## src/verilog/rv_pipe_params.svh

```systemverilog
`ifndef RV_PIPE_PARAMS_SVH
`define RV_PIPE_PARAMS_SVH

// data path and address width
`define RV_XLEN 32

// architectural register count
`define RV_NUM_REGS 32

// first fetch address after reset
`define RV_RESET_PC 32'h0000_0000

`endif

```

## src/verilog/rv_pipe_pkg.sv

```systemverilog
`default_nettype none

`include "rv_pipe_params.svh"

package rv_pipe_pkg;

    typedef logic [`RV_XLEN-1:0] word_t;
    typedef logic [$clog2(`RV_NUM_REGS)-1:0] reg_addr_t;

    // zero values of all enums form a no-op
    typedef enum logic [3:0] {
        ALU_ADD, ALU_SUB, ALU_AND, ALU_OR, ALU_XOR, ALU_SLT, ALU_SLTU,
        ALU_SLL, ALU_SRL, ALU_SRA, ALU_PASS
    } alu_op_t;

    typedef enum logic [2:0] {BR_NONE, BR_JAL, BR_BEQ, BR_BNE, BR_BLT, BR_BGE} br_op_t;
    typedef enum logic [1:0] {WB_ALU, WB_MEM, WB_PC4} wb_sel_t;
    typedef enum logic [1:0] {MEM_NONE, MEM_LW, MEM_SW} mem_op_t;

    typedef struct packed {
        alu_op_t   alu_op;
        br_op_t    br_op;
        wb_sel_t   wb_sel;
        mem_op_t   mem_op;
        logic      rf_wen;
        reg_addr_t wb_addr;
        reg_addr_t rs1_addr;
        reg_addr_t rs2_addr;
        word_t     imm;
        logic      use_imm;
        logic      is_ecall;
    } ctrl_t;

    // one writer as seen from operand select
    typedef struct packed {
        logic      valid;
        logic      can_forward;
        reg_addr_t addr;
        word_t     wdata;
    } fw_t;

    typedef struct packed {
        word_t pc;
        word_t inst;
    } id_payload_t;

    typedef struct packed {
        word_t pc;
        ctrl_t ctrl;
    } ds_payload_t;

    typedef struct packed {
        word_t pc;
        ctrl_t ctrl;
        word_t op1;
        word_t op2;
        word_t store_data;
    } exe_payload_t;

    typedef struct packed {
        word_t pc;
        ctrl_t ctrl;
        word_t alu_out;
        word_t store_data;
    } mem_payload_t;

    typedef struct packed {
        word_t pc;
        ctrl_t ctrl;
        word_t alu_out;
        word_t mem_rdata;
    } wb_payload_t;

endpackage

`default_nettype wire

```

## src/verilog/stage_reg.sv

```systemverilog
`timescale 1ns/100ps
`default_nettype none

module stage_reg #(
    parameter type payload_t = logic
) (
    input  wire logic     clk,
    input  wire logic     rst,
    input  wire logic     stall,
    input  wire logic     flush,
    input  wire logic     in_valid,
    input  wire payload_t in_payload,
    output logic          out_valid,
    output payload_t      out_payload
);

    // flush wins over stall so a held slot can still be killed
    always_ff @(posedge clk) begin
        if (rst || flush) begin
            out_valid <= 1'b0;
        end else if (!stall) begin
            out_valid <= in_valid;
        end
    end

    always_ff @(posedge clk) begin
        if (!stall) begin
            out_payload <= in_payload;
        end
    end

endmodule

`default_nettype wire

```

## src/verilog/decode_stage.sv

```systemverilog
`timescale 1ns/100ps
`default_nettype none

module decode_stage import rv_pipe_pkg::*; (
    input  wire logic        id_valid,
    input  wire id_payload_t id_payload,
    output logic             ds_valid_out,
    output ds_payload_t      ds_payload_out
);

    localparam logic [6:0] OP_REG    = 7'b0110011;
    localparam logic [6:0] OP_IMM    = 7'b0010011;
    localparam logic [6:0] OP_LUI    = 7'b0110111;
    localparam logic [6:0] OP_JAL    = 7'b1101111;
    localparam logic [6:0] OP_BRANCH = 7'b1100011;
    localparam logic [6:0] OP_LOAD   = 7'b0000011;
    localparam logic [6:0] OP_STORE  = 7'b0100011;
    localparam word_t      ECALL     = 32'h0000_0073;

    word_t      inst;
    logic [6:0] opcode;
    logic [2:0] funct3;
    logic       funct7_5;
    word_t      imm_i;
    word_t      imm_s;
    word_t      imm_b;
    word_t      imm_u;
    word_t      imm_j;
    alu_op_t    alu_fn;
    ctrl_t      ctrl;

    assign inst     = id_payload.inst;
    assign opcode   = inst[6:0];
    assign funct3   = inst[14:12];
    assign funct7_5 = inst[30];

    assign imm_i = {{20{inst[31]}}, inst[31:20]};
    assign imm_s = {{20{inst[31]}}, inst[31:25], inst[11:7]};
    assign imm_b = {{19{inst[31]}}, inst[31], inst[7], inst[30:25], inst[11:8], 1'b0};
    assign imm_u = {inst[31:12], 12'h000};
    assign imm_j = {{11{inst[31]}}, inst[31], inst[19:12], inst[20], inst[30:21], 1'b0};

    // shared by register and immediate forms, sub only exists in the register form
    always_comb begin
        case (funct3)
            3'b000:  alu_fn = (opcode == OP_REG && funct7_5) ? ALU_SUB : ALU_ADD;
            3'b001:  alu_fn = ALU_SLL;
            3'b010:  alu_fn = ALU_SLT;
            3'b011:  alu_fn = ALU_SLTU;
            3'b100:  alu_fn = ALU_XOR;
            3'b101:  alu_fn = funct7_5 ? ALU_SRA : ALU_SRL;
            3'b110:  alu_fn = ALU_OR;
            default: alu_fn = ALU_AND;
        endcase
    end

    always_comb begin
        // unknown encodings stay all zero
        ctrl         = '0;
        ctrl.wb_addr = inst[11:7];
        case (opcode)
            OP_REG: begin
                ctrl.rs1_addr = inst[19:15];
                ctrl.rs2_addr = inst[24:20];
                ctrl.alu_op   = alu_fn;
                ctrl.rf_wen   = 1'b1;
            end
            OP_IMM: begin
                ctrl.rs1_addr = inst[19:15];
                ctrl.alu_op   = alu_fn;
                ctrl.imm      = imm_i;
                ctrl.use_imm  = 1'b1;
                ctrl.rf_wen   = 1'b1;
            end
            OP_LUI: begin
                ctrl.alu_op  = ALU_PASS;
                ctrl.imm     = imm_u;
                ctrl.use_imm = 1'b1;
                ctrl.rf_wen  = 1'b1;
            end
            OP_JAL: begin
                ctrl.br_op  = BR_JAL;
                ctrl.wb_sel = WB_PC4;
                ctrl.imm    = imm_j;
                ctrl.rf_wen = 1'b1;
            end
            OP_BRANCH: begin
                ctrl.rs1_addr = inst[19:15];
                ctrl.rs2_addr = inst[24:20];
                ctrl.imm      = imm_b;
                case (funct3)
                    3'b000:  ctrl.br_op = BR_BEQ;
                    3'b001:  ctrl.br_op = BR_BNE;
                    3'b100:  ctrl.br_op = BR_BLT;
                    3'b101:  ctrl.br_op = BR_BGE;
                    default: ctrl.br_op = BR_NONE;
                endcase
            end
            OP_LOAD: begin
                if (funct3 == 3'b010) begin
                    ctrl.rs1_addr = inst[19:15];
                    ctrl.imm      = imm_i;
                    ctrl.use_imm  = 1'b1;
                    ctrl.mem_op   = MEM_LW;
                    ctrl.wb_sel   = WB_MEM;
                    ctrl.rf_wen   = 1'b1;
                end
            end
            OP_STORE: begin
                if (funct3 == 3'b010) begin
                    ctrl.rs1_addr = inst[19:15];
                    ctrl.rs2_addr = inst[24:20];
                    ctrl.imm      = imm_s;
                    ctrl.use_imm  = 1'b1;
                    ctrl.mem_op   = MEM_SW;
                end
            end
            default: begin
                ctrl.is_ecall = (inst == ECALL);
            end
        endcase
    end

    assign ds_valid_out        = id_valid;
    assign ds_payload_out.pc   = id_payload.pc;
    assign ds_payload_out.ctrl = ctrl;

endmodule

`default_nettype wire

```

## src/verilog/operand_select.sv

```systemverilog
`timescale 1ns/100ps
`default_nettype none

module operand_select import rv_pipe_pkg::*; (
    input  wire logic        ds_valid,
    input  wire ds_payload_t ds_payload,
    input  wire word_t       rf_rdata1,
    input  wire word_t       rf_rdata2,
    output reg_addr_t        rf_raddr1,
    output reg_addr_t        rf_raddr2,
    input  wire fw_t         exe_fw,
    input  wire fw_t         mem_fw,
    input  wire fw_t         wb_fw,
    output logic             hazard_stall,
    output exe_payload_t     exe_payload_out
);

    ctrl_t ctrl;
    word_t src1;
    word_t src2;
    logic  stall1;
    logic  stall2;

    // x0 never matches
    function automatic logic hits(input fw_t fw, input reg_addr_t addr);
        return fw.valid && addr != '0 && fw.addr == addr;
    endfunction

    // youngest writer first, top bit asks for a stall
    function automatic logic [$bits(word_t):0] resolve(
        input reg_addr_t addr,
        input word_t     rf_data,
        input fw_t       exe_e,
        input fw_t       mem_e,
        input fw_t       wb_e
    );
        if (hits(exe_e, addr)) begin
            return {!exe_e.can_forward, exe_e.wdata};
        end else if (hits(mem_e, addr)) begin
            return {!mem_e.can_forward, mem_e.wdata};
        end else if (hits(wb_e, addr)) begin
            return {!wb_e.can_forward, wb_e.wdata};
        end
        return {1'b0, rf_data};
    endfunction

    assign ctrl      = ds_payload.ctrl;
    assign rf_raddr1 = ctrl.rs1_addr;
    assign rf_raddr2 = ctrl.rs2_addr;

    assign {stall1, src1} = resolve(ctrl.rs1_addr, rf_rdata1, exe_fw, mem_fw, wb_fw);
    assign {stall2, src2} = resolve(ctrl.rs2_addr, rf_rdata2, exe_fw, mem_fw, wb_fw);

    assign hazard_stall = ds_valid && (stall1 || stall2);

    always_comb begin
        exe_payload_out.pc         = ds_payload.pc;
        exe_payload_out.ctrl       = ctrl;
        exe_payload_out.op1        = src1;
        exe_payload_out.op2        = ctrl.use_imm ? ctrl.imm : src2;
        // rs2 kept apart for stores
        exe_payload_out.store_data = src2;
    end

endmodule

`default_nettype wire

```

## src/verilog/execute_stage.sv

```systemverilog
`timescale 1ns/100ps
`default_nettype none

module execute_stage import rv_pipe_pkg::*; (
    input  wire logic         exe_valid,
    input  wire exe_payload_t exe_payload,
    output logic              branch_taken,
    output word_t             branch_target,
    output mem_payload_t      mem_payload_out
);

    ctrl_t      ctrl;
    word_t      op1;
    word_t      op2;
    word_t      alu_out;
    logic [4:0] shamt;
    logic       cond;

    assign ctrl  = exe_payload.ctrl;
    assign op1   = exe_payload.op1;
    assign op2   = exe_payload.op2;
    assign shamt = op2[4:0];

    always_comb begin
        case (ctrl.alu_op)
            ALU_SUB:  alu_out = op1 - op2;
            ALU_AND:  alu_out = op1 & op2;
            ALU_OR:   alu_out = op1 | op2;
            ALU_XOR:  alu_out = op1 ^ op2;
            ALU_SLT:  alu_out = word_t'($signed(op1) < $signed(op2));
            ALU_SLTU: alu_out = word_t'(op1 < op2);
            ALU_SLL:  alu_out = op1 << shamt;
            ALU_SRL:  alu_out = op1 >> shamt;
            ALU_SRA:  alu_out = $signed(op1) >>> shamt;
            // lui
            ALU_PASS: alu_out = op2;
            default:  alu_out = op1 + op2;
        endcase
    end

    // branches read rs2 through op2
    always_comb begin
        case (ctrl.br_op)
            BR_JAL:  cond = 1'b1;
            BR_BEQ:  cond = (op1 == op2);
            BR_BNE:  cond = (op1 != op2);
            BR_BLT:  cond = ($signed(op1) < $signed(op2));
            BR_BGE:  cond = ($signed(op1) >= $signed(op2));
            default: cond = 1'b0;
        endcase
    end

    assign branch_taken  = exe_valid && cond;
    assign branch_target = exe_payload.pc + ctrl.imm;

    always_comb begin
        mem_payload_out.pc         = exe_payload.pc;
        mem_payload_out.ctrl       = ctrl;
        mem_payload_out.alu_out    = alu_out;
        mem_payload_out.store_data = exe_payload.store_data;
    end

endmodule

`default_nettype wire

```

## src/verilog/memory_stage.sv

```systemverilog
`timescale 1ns/100ps
`default_nettype none

module memory_stage import rv_pipe_pkg::*; (
    input  wire logic         clk,
    input  wire logic         rst,
    input  wire logic         mem_valid,
    input  wire mem_payload_t mem_payload,
    output logic              dmem_req,
    output logic              dmem_we,
    output word_t             dmem_addr,
    output word_t             dmem_wdata,
    input  wire logic         dmem_ready,
    input  wire word_t        dmem_rdata,
    output logic              mem_stall,
    output wb_payload_t       wb_payload_out
);

    logic active;
    logic req_q;
    logic done;

    assign active = mem_valid && mem_payload.ctrl.mem_op != MEM_NONE;
    assign done   = req_q && dmem_ready;

    // request comes from a flop, raised the cycle after the access enters
    always_ff @(posedge clk) begin
        if (rst) begin
            req_q <= 1'b0;
        end else begin
            req_q <= active && !done;
        end
    end

    assign dmem_req   = req_q;
    assign dmem_we    = req_q && mem_payload.ctrl.mem_op == MEM_SW;
    assign dmem_addr  = mem_payload.alu_out;
    assign dmem_wdata = mem_payload.store_data;
    assign mem_stall  = active && !done;

    // read data is only sampled in the completing cycle
    always_comb begin
        wb_payload_out.pc        = mem_payload.pc;
        wb_payload_out.ctrl      = mem_payload.ctrl;
        wb_payload_out.alu_out   = mem_payload.alu_out;
        wb_payload_out.mem_rdata = dmem_rdata;
    end

endmodule

`default_nettype wire

```

## src/verilog/result_stage.sv

```systemverilog
`timescale 1ns/100ps
`default_nettype none

`include "rv_pipe_params.svh"

module result_stage import rv_pipe_pkg::*; (
    input  wire logic        clk,
    input  wire logic        rst,
    input  wire logic        wb_valid,
    input  wire wb_payload_t wb_payload,
    input  wire reg_addr_t   rf_raddr1,
    input  wire reg_addr_t   rf_raddr2,
    output word_t            rf_rdata1,
    output word_t            rf_rdata2,
    output word_t            wb_wdata,
    output word_t            gp,
    output logic             exit
);

    word_t regs [`RV_NUM_REGS];
    ctrl_t ctrl;

    assign ctrl = wb_payload.ctrl;

    always_comb begin
        case (ctrl.wb_sel)
            WB_MEM:  wb_wdata = wb_payload.mem_rdata;
            WB_PC4:  wb_wdata = wb_payload.pc + word_t'(4);
            default: wb_wdata = wb_payload.alu_out;
        endcase
    end

    always_ff @(posedge clk) begin
        if (wb_valid && ctrl.rf_wen && ctrl.wb_addr != '0) begin
            regs[ctrl.wb_addr] <= wb_wdata;
        end
    end

    // x0 is never written, so reads of it are tied off
    assign rf_rdata1 = (rf_raddr1 == '0) ? '0 : regs[rf_raddr1];
    assign rf_rdata2 = (rf_raddr2 == '0) ? '0 : regs[rf_raddr2];
    assign gp        = regs[3];

    always_ff @(posedge clk) begin
        if (rst) begin
            exit <= 1'b0;
        end else if (wb_valid && ctrl.is_ecall) begin
            exit <= 1'b1;
        end
    end

endmodule

`default_nettype wire

```

## src/verilog/rv_core.sv

```systemverilog
`timescale 1ns/100ps
`default_nettype none

`include "rv_pipe_params.svh"

module rv_core import rv_pipe_pkg::*; (
    input  wire logic  clk,
    input  wire logic  rst,
    output word_t      fetch_addr,
    input  wire word_t fetch_inst,
    output logic       dmem_req,
    output logic       dmem_we,
    output word_t      dmem_addr,
    output word_t      dmem_wdata,
    input  wire logic  dmem_ready,
    input  wire word_t dmem_rdata,
    output word_t      gp,
    output logic       exit
);

    word_t        pc;
    word_t        target_q;
    word_t        branch_target;
    word_t        rf_rdata1;
    word_t        rf_rdata2;
    word_t        wb_wdata;
    reg_addr_t    rf_raddr1;
    reg_addr_t    rf_raddr2;
    logic         branch_taken;
    logic         branch_redirect;
    logic         redirect_q;
    logic         front_flush;
    logic         id_stall;
    logic         ds_stall;
    logic         exe_stall;
    logic         mem_stall;
    logic         hazard_stall;
    logic         id_valid;
    logic         dec_valid;
    logic         ds_valid;
    logic         exe_valid;
    logic         mem_valid;
    logic         wb_valid;
    id_payload_t  fetch_payload;
    id_payload_t  id_payload;
    ds_payload_t  dec_payload;
    ds_payload_t  ds_payload;
    exe_payload_t sel_payload;
    exe_payload_t exe_payload;
    mem_payload_t alu_payload;
    mem_payload_t mem_payload;
    wb_payload_t  dmem_payload;
    wb_payload_t  wb_payload;
    fw_t          exe_fw;
    fw_t          mem_fw;
    fw_t          wb_fw;

    // stall chain, everything above mem holds on back-pressure
    assign exe_stall = mem_stall;
    assign ds_stall  = exe_stall || hazard_stall;
    assign id_stall  = ds_stall;

    // a branch only redirects once it is free to leave execute
    assign branch_redirect = branch_taken && !exe_stall;
    assign front_flush     = branch_redirect || redirect_q;

    always_ff @(posedge clk) begin
        if (rst) begin
            redirect_q <= 1'b0;
        end else begin
            redirect_q <= branch_redirect;
        end
    end

    always_ff @(posedge clk) begin
        target_q <= branch_target;
    end

    always_ff @(posedge clk) begin
        if (rst) begin
            pc <= `RV_RESET_PC;
        end else if (redirect_q) begin
            pc <= target_q;
        end else if (!id_stall) begin
            pc <= pc + word_t'(4);
        end
    end

    assign fetch_addr    = pc;
    assign fetch_payload = '{pc: pc, inst: fetch_inst};

    // execute can never forward, so any match there stalls decode
    assign exe_fw = '{
        valid:       exe_valid && exe_payload.ctrl.rf_wen,
        can_forward: 1'b0,
        addr:        exe_payload.ctrl.wb_addr,
        wdata:       '0
    };

    // load data is not there yet in mem
    assign mem_fw = '{
        valid:       mem_valid && mem_payload.ctrl.rf_wen,
        can_forward: mem_payload.ctrl.mem_op != MEM_LW,
        addr:        mem_payload.ctrl.wb_addr,
        wdata:       (mem_payload.ctrl.wb_sel == WB_PC4) ? mem_payload.pc + word_t'(4)
                                                        : mem_payload.alu_out
    };

    assign wb_fw = '{
        valid:       wb_valid && wb_payload.ctrl.rf_wen,
        can_forward: 1'b1,
        addr:        wb_payload.ctrl.wb_addr,
        wdata:       wb_wdata
    };

    stage_reg #(.payload_t(id_payload_t)) id_reg (
        .clk         (clk),
        .rst         (rst),
        .stall       (id_stall),
        .flush       (front_flush),
        .in_valid    (!id_stall),
        .in_payload  (fetch_payload),
        .out_valid   (id_valid),
        .out_payload (id_payload)
    );

    decode_stage decode_stage_inst (
        .id_valid       (id_valid),
        .id_payload     (id_payload),
        .ds_valid_out   (dec_valid),
        .ds_payload_out (dec_payload)
    );

    stage_reg #(.payload_t(ds_payload_t)) ds_reg (
        .clk         (clk),
        .rst         (rst),
        .stall       (ds_stall),
        .flush       (front_flush),
        .in_valid    (dec_valid && !id_stall),
        .in_payload  (dec_payload),
        .out_valid   (ds_valid),
        .out_payload (ds_payload)
    );

    operand_select operand_select_inst (
        .ds_valid        (ds_valid),
        .ds_payload      (ds_payload),
        .rf_rdata1       (rf_rdata1),
        .rf_rdata2       (rf_rdata2),
        .rf_raddr1       (rf_raddr1),
        .rf_raddr2       (rf_raddr2),
        .exe_fw          (exe_fw),
        .mem_fw          (mem_fw),
        .wb_fw           (wb_fw),
        .hazard_stall    (hazard_stall),
        .exe_payload_out (sel_payload)
    );

    // the slot behind a taken branch is dropped here
    stage_reg #(.payload_t(exe_payload_t)) exe_reg (
        .clk         (clk),
        .rst         (rst),
        .stall       (exe_stall),
        .flush       (branch_redirect),
        .in_valid    (ds_valid && !ds_stall),
        .in_payload  (sel_payload),
        .out_valid   (exe_valid),
        .out_payload (exe_payload)
    );

    execute_stage execute_stage_inst (
        .exe_valid       (exe_valid),
        .exe_payload     (exe_payload),
        .branch_taken    (branch_taken),
        .branch_target   (branch_target),
        .mem_payload_out (alu_payload)
    );

    stage_reg #(.payload_t(mem_payload_t)) mem_reg (
        .clk         (clk),
        .rst         (rst),
        .stall       (mem_stall),
        .flush       (1'b0),
        .in_valid    (exe_valid && !exe_stall),
        .in_payload  (alu_payload),
        .out_valid   (mem_valid),
        .out_payload (mem_payload)
    );

    memory_stage memory_stage_inst (
        .clk            (clk),
        .rst            (rst),
        .mem_valid      (mem_valid),
        .mem_payload    (mem_payload),
        .dmem_req       (dmem_req),
        .dmem_we        (dmem_we),
        .dmem_addr      (dmem_addr),
        .dmem_wdata     (dmem_wdata),
        .dmem_ready     (dmem_ready),
        .dmem_rdata     (dmem_rdata),
        .mem_stall      (mem_stall),
        .wb_payload_out (dmem_payload)
    );

    // wb never stalls, it takes bubbles while mem waits
    stage_reg #(.payload_t(wb_payload_t)) wb_reg (
        .clk         (clk),
        .rst         (rst),
        .stall       (1'b0),
        .flush       (1'b0),
        .in_valid    (mem_valid && !mem_stall),
        .in_payload  (dmem_payload),
        .out_valid   (wb_valid),
        .out_payload (wb_payload)
    );

    result_stage result_stage_inst (
        .clk        (clk),
        .rst        (rst),
        .wb_valid   (wb_valid),
        .wb_payload (wb_payload),
        .rf_raddr1  (rf_raddr1),
        .rf_raddr2  (rf_raddr2),
        .rf_rdata1  (rf_rdata1),
        .rf_rdata2  (rf_rdata2),
        .wb_wdata   (wb_wdata),
        .gp         (gp),
        .exit       (exit)
    );

endmodule

`default_nettype wire

```

## config.mk

```make
export PLATFORM = sky130hd
export DESIGN_NAME = rv_core
export DESIGN_NICKNAME = d
export VERILOG_FILES = /design/src/verilog/rv_pipe_pkg.sv /design/src/verilog/stage_reg.sv /design/src/verilog/decode_stage.sv /design/src/verilog/operand_select.sv /design/src/verilog/execute_stage.sv /design/src/verilog/memory_stage.sv /design/src/verilog/result_stage.sv /design/src/verilog/rv_core.sv
export VERILOG_INCLUDE_DIRS = /design/src /design/src/verilog
export SDC_FILE = /design/constraint.sdc
export NUM_CORES = 2
export LEC_CHECK = 0
export BUFFER_PORTS_ARGS = -buffer_cell sky130_fd_sc_hd__buf_2
export CAP_MARGIN = 20
export CORE_MARGIN = 2
export CORE_UTILIZATION = 45
export CTS_CLUSTER_DIAMETER = 50
export DETAILED_ROUTE_END_ITERATION = 10
export HOLD_SLACK_MARGIN = 0.03
export PLACE_DENSITY = 0.74
export SETUP_SLACK_MARGIN = 0.5
export SLEW_MARGIN = 20
export SYNTH_ARGS = -nofsm -noshare
export SYNTH_HDL_FRONTEND = slang
export SYNTH_SLANG_ARGS = --single-unit
```

## constraint.sdc

```tcl
create_clock -name clk -period 14.35 [get_ports clk]
set_clock_uncertainty 0.2 [all_clocks]
set_input_delay 0.7175 -clock clk [delete_from_list [all_inputs] [get_ports clk]]
set_output_delay 0.7175 -clock clk [all_outputs]
set_load 0.005 [all_outputs]
```

==> flow_summary.yaml <==
run_status:
  status: "complete, no violations"
yosys:
  ys.flop_type: "edfxtp_1"
  yosys-mux-area-fraction: 0.223
  yosys_warnings: 0
  synth_simple_gate_area_share: 0.0521
  yosysUniqueCellTypes: 85
  synth_fa_ha_area_frac: 0.0215
  synth_top_family_by_area: "multiplexers"
  syn_avg_cell_area_sq_um: 15.8
  synth-xor-area-share: 0.0150
  async_flop_share: 0
  synth_compound_area_frac: 0.0667
  netlist_instances: 5076
  ys_seq_area_frac: 0.596
  synth-edff-count: 1466
  synthesis.area_sq_um: 80100
  ys_ff_latch: 1653
critical_path:
  crit_start: "exe_reg.out_payload[36]$_DFFE_PN_"
  required_ps: 14870
  cpPeakStageDelay_ps: 750
  arrival_ps: 6280
  startpoint_type: "flip-flop"
  crit_family: "compound AO/OA/AOI/OAI gates"
  crit_chain: "buf_4 > inv_1 > ha_1 > inv_1 > nand2_1 > o2111ai_1 > nand2_1 > o21ai_0 > a21oi_1 > a31o_2 > a211oi_1 > o21ai_0 > a2111oi_0"
  cp_num_buf_inv: 3
  cp_max_fo: 51
  r2r_start: "exe_reg.out_payload[36]$_DFFE_PN_"
  cp_slowest_cell: "o21ai_0"
  worstSetupPathType: "reg -> reg"
  crit_path_end_kind: "flip-flop"
pwr:
  peakVddDrop_mv: 0.135
  p_sw_mw: 2.36
  switching_share: 0.227
  pwr-share-seq: 0.514
  p_clk_frac: 0.440
  power.internal_mw: 8.03
  p_leak_nw: 30.8
  p_comb_frac: 0.046
  powerDensity_nw_per_um2: 114
timing:
  worst_pin_slew_ps: 1260
  setup_viol: 0
  relSlewSlack: 0.149
  slew_violations: 0
  fmax_mhz: 174
  setup_tns_ps: 0
  timing.final.hold_violations: 0
  rsz0062_at_grt: "false"
  fin_crit_sh: 0.401
  finalCriticalPeriod_ps: 5750
route:
  avgViaCountPerCell: 6.66
  finalWirelength_um: 260000
  drtPass1Iterations: 6
  wl_per_cell_um: 33.2
  drc: 0
  ant_nets: 0
  dr_total_vias: 52100
  drtIter0Drc: 8151
cts:
  htree_levels: 4
  clk_pin_slew_ps: 60
  cts_tree: "built"
  cts-root-buf: "clkbuf_16"
  cts.sinks: 1653
  clock_latency_ps: 850
  clockBufferDepth: 3
  cts_resized: 0
  cts_made_buffers: 175
  cts_setup_buffers: 0
placed_design:
  dp_hpwl_um: 168000
  gp_congestion: 1.02
  place_area_sq_um: 84300
  portBuffers: 197
grt:
  grt_overflow: 0
  first_global_vias: 50500
  grt_use_total: 0.284
  grt_max_degree: 112
  grt_pass1_wl_um: 368000
  antenna_found_initial: 13
cells_and_area:
  fin_nets: 5527
  drive_gt1_frac: 0.274
  finish.instance_area_sq_um: 90800
  areaGrowthSynthToFinish_pct: 13.3
floorplan:
  coreArea_sq_um: 176000
  rows: 154
  die_y_um: 426
  io_pins: 198
  chipWidth_um: 426
  dieArea_sq_um: 182000
  start_util: 0.454
min_path:
  hp-start: "mem_reg.out_payload[64]$_DFFE_PN_"
  hold_class: "reg -> reg"
job:
  maxCapViolCount: 0
layer usage:
layer	wire length, um	vias up	GRT usage
met5	81	-	0
li1	-	21000	-
met1	93600	26800	0.375
met4	15500	10	0.150
met3	30900	671	0.0732
met2	120000	3658	0.432
flip-flops by register name (all words and copies together), names as in the netlist, named ones only:
signal / cells
exe_reg.out_payload: 178
fetch_addr: 32
mem_reg.out_valid: 1
result_stage_inst.exit: 1
mem_reg.out_payload: 107
redirect_q: 1
target_q: 32
id_reg.out_valid: 1
memory_stage_inst.dmem_req: 1
ds_reg.out_valid: 1
wb_reg.out_payload: 105
wb_reg.out_valid: 1
result_stage_inst.regs: 1024
id_reg.out_payload: 64
exe_reg.out_valid: 1
ds_reg.out_payload: 93
through the flow:
stage | hold slack (ps) | std cells | setup slack, ps | utilization | power, mW
floorplan | 123 | 5107 | 4770 | - | 5.68
finish | 154 | 7823 | 8600 | 0.514 | 10.4
global placement | 133 | 7422 | 8890 | 0.477 | 5.88
global route | 169 | 7817 | 8380 | 0.514 | 10.6
detailed placement | 134 | 7423 | 8900 | 0.477 | 5.89
CTS | 157 | 7816 | 8930 | 0.514 | 10.4
worst register-to-register path, delay by kind of cell (launching register included):
family	cells	cell delay (ps)
compound gates	7	3240
fa+ha+maj	1	490
buf+inv	3	1090
flops	1	320
simple gates	2	330
layout make-up:
class,count,area [sq um]
Fill cell,14200,85700
Sequential cell,1653,47800
Multi-Input combinational cell,2940,30900
Clock buffer,206,4640
Tap cell,2340,2930
Timing Repair Buffer,398,2710
Clock inverter,123,1210
Inverter,156,598
Antenna cell,7,17.5
logic make-up after synthesis:
family                     count (synthesis)
AOI/OAI and AO/OA                        818
xor gates and xnor gates                 137
adders and majority gates                136
buffers and inverters                    514
DFF                                     1653
muxes                                    909
other                                      1
and+or+nand+nor                          908
power by group through the flow:
stage               Combinational, mW  Sequential, mW  Clock [mW]
finish                          0.475            5.35        4.57
global route                    0.501            5.34        4.78
CTS                             0.463            5.34        4.60
detailed placement              0.446            5.44           0
global placement                0.439            5.44           0
floorplan                       0.281            5.40           0
final timing paths:
kind                                                       end  slack, ps  cells after the start
worst max-delay path             id_reg.out_valid$_SDFFE_PP0P_       8600                     13
worst min-delay path            wb_reg.out_payload[64]$_DFF_P_        150                      0
worst max register to register   id_reg.out_valid$_SDFFE_PP0P_       8600                     13
worst min register to register  wb_reg.out_payload[64]$_DFF_P_        150                      0
Yosys cell counts (12+ instances only):
master / instances / area share
mux2_2: 84 / 0.012
clkbuf_1: 221 / 0.010
buf_4: 32 / 0.0030
nor4_1: 29 / 0.0023
nand2b_1: 22 / 0.0017
a22o_1: 14 / 0.0015
edfxtp_1: 1466 / 0.55
nor2_1: 307 / 0.014
buf_2: 17 / 0.0011
a21oi_1: 177 / 0.011
o31ai_1: 12 / 0.0011
o21bai_1: 23 / 0.0022
inv_1: 153 / 0.0072
xor2_1: 59 / 0.0064
nand4_1: 26 / 0.0020
nor3_1: 48 / 0.0030
or3_1: 18 / 0.0014
xnor2_1: 78 / 0.0085
o221ai_1: 13 / 0.0014
nand3_1: 68 / 0.0042
a211oi_1: 36 / 0.0034
buf_1: 88 / 0.0041
a31oi_1: 14 / 0.0011
mux4_2: 692 / 0.19
o21ai_0: 211 / 0.013
nand2_1: 269 / 0.013
dfxtp_1: 187 / 0.047
ha_1: 133 / 0.021
o211ai_1: 20 / 0.0019
mux2i_1: 133 / 0.017
and2_1: 12 / 0.00094
a21o_1: 38 / 0.0036
nor3b_1: 12 / 0.0011
or2_2: 12 / 0.00094
a22oi_1: 44 / 0.0041
o22ai_1: 51 / 0.0040
nor2b_1: 33 / 0.0026
and3_1: 23 / 0.0018
a221oi_1: 41 / 0.0045
what timing repair did:
action                     4_1_cts  5_1_grt
hold buffers                    64        0
hold endpoints to repair        64        0
setup endpoints to repair        0        0
cell usage in the layout (no fill, tap or decap), types with 32 or more instances in the layout:
master,instances
dlygate4sd3_1,64
nor2_1,278
a22oi_1,43
ha_1,132
inv_1,151
nand3_1,67
nor2b_1,33
buf_2,198
conb_1,32
mux4_2,692
clkinv_2,38
clkinv_1,35
a221oi_1,41
dfxtp_1,177
nand2_1,269
a21oi_1,171
clkbuf_16,180
mux2i_1,133
xnor2_1,78
edfxtp_1,1466
a211oi_1,36
buf_4,129
xor2_1,59
o22ai_1,51
nor3_1,46
mux2_2,84
o21ai_0,192
a21o_1,38
Power figures use the tool's default switching activity.
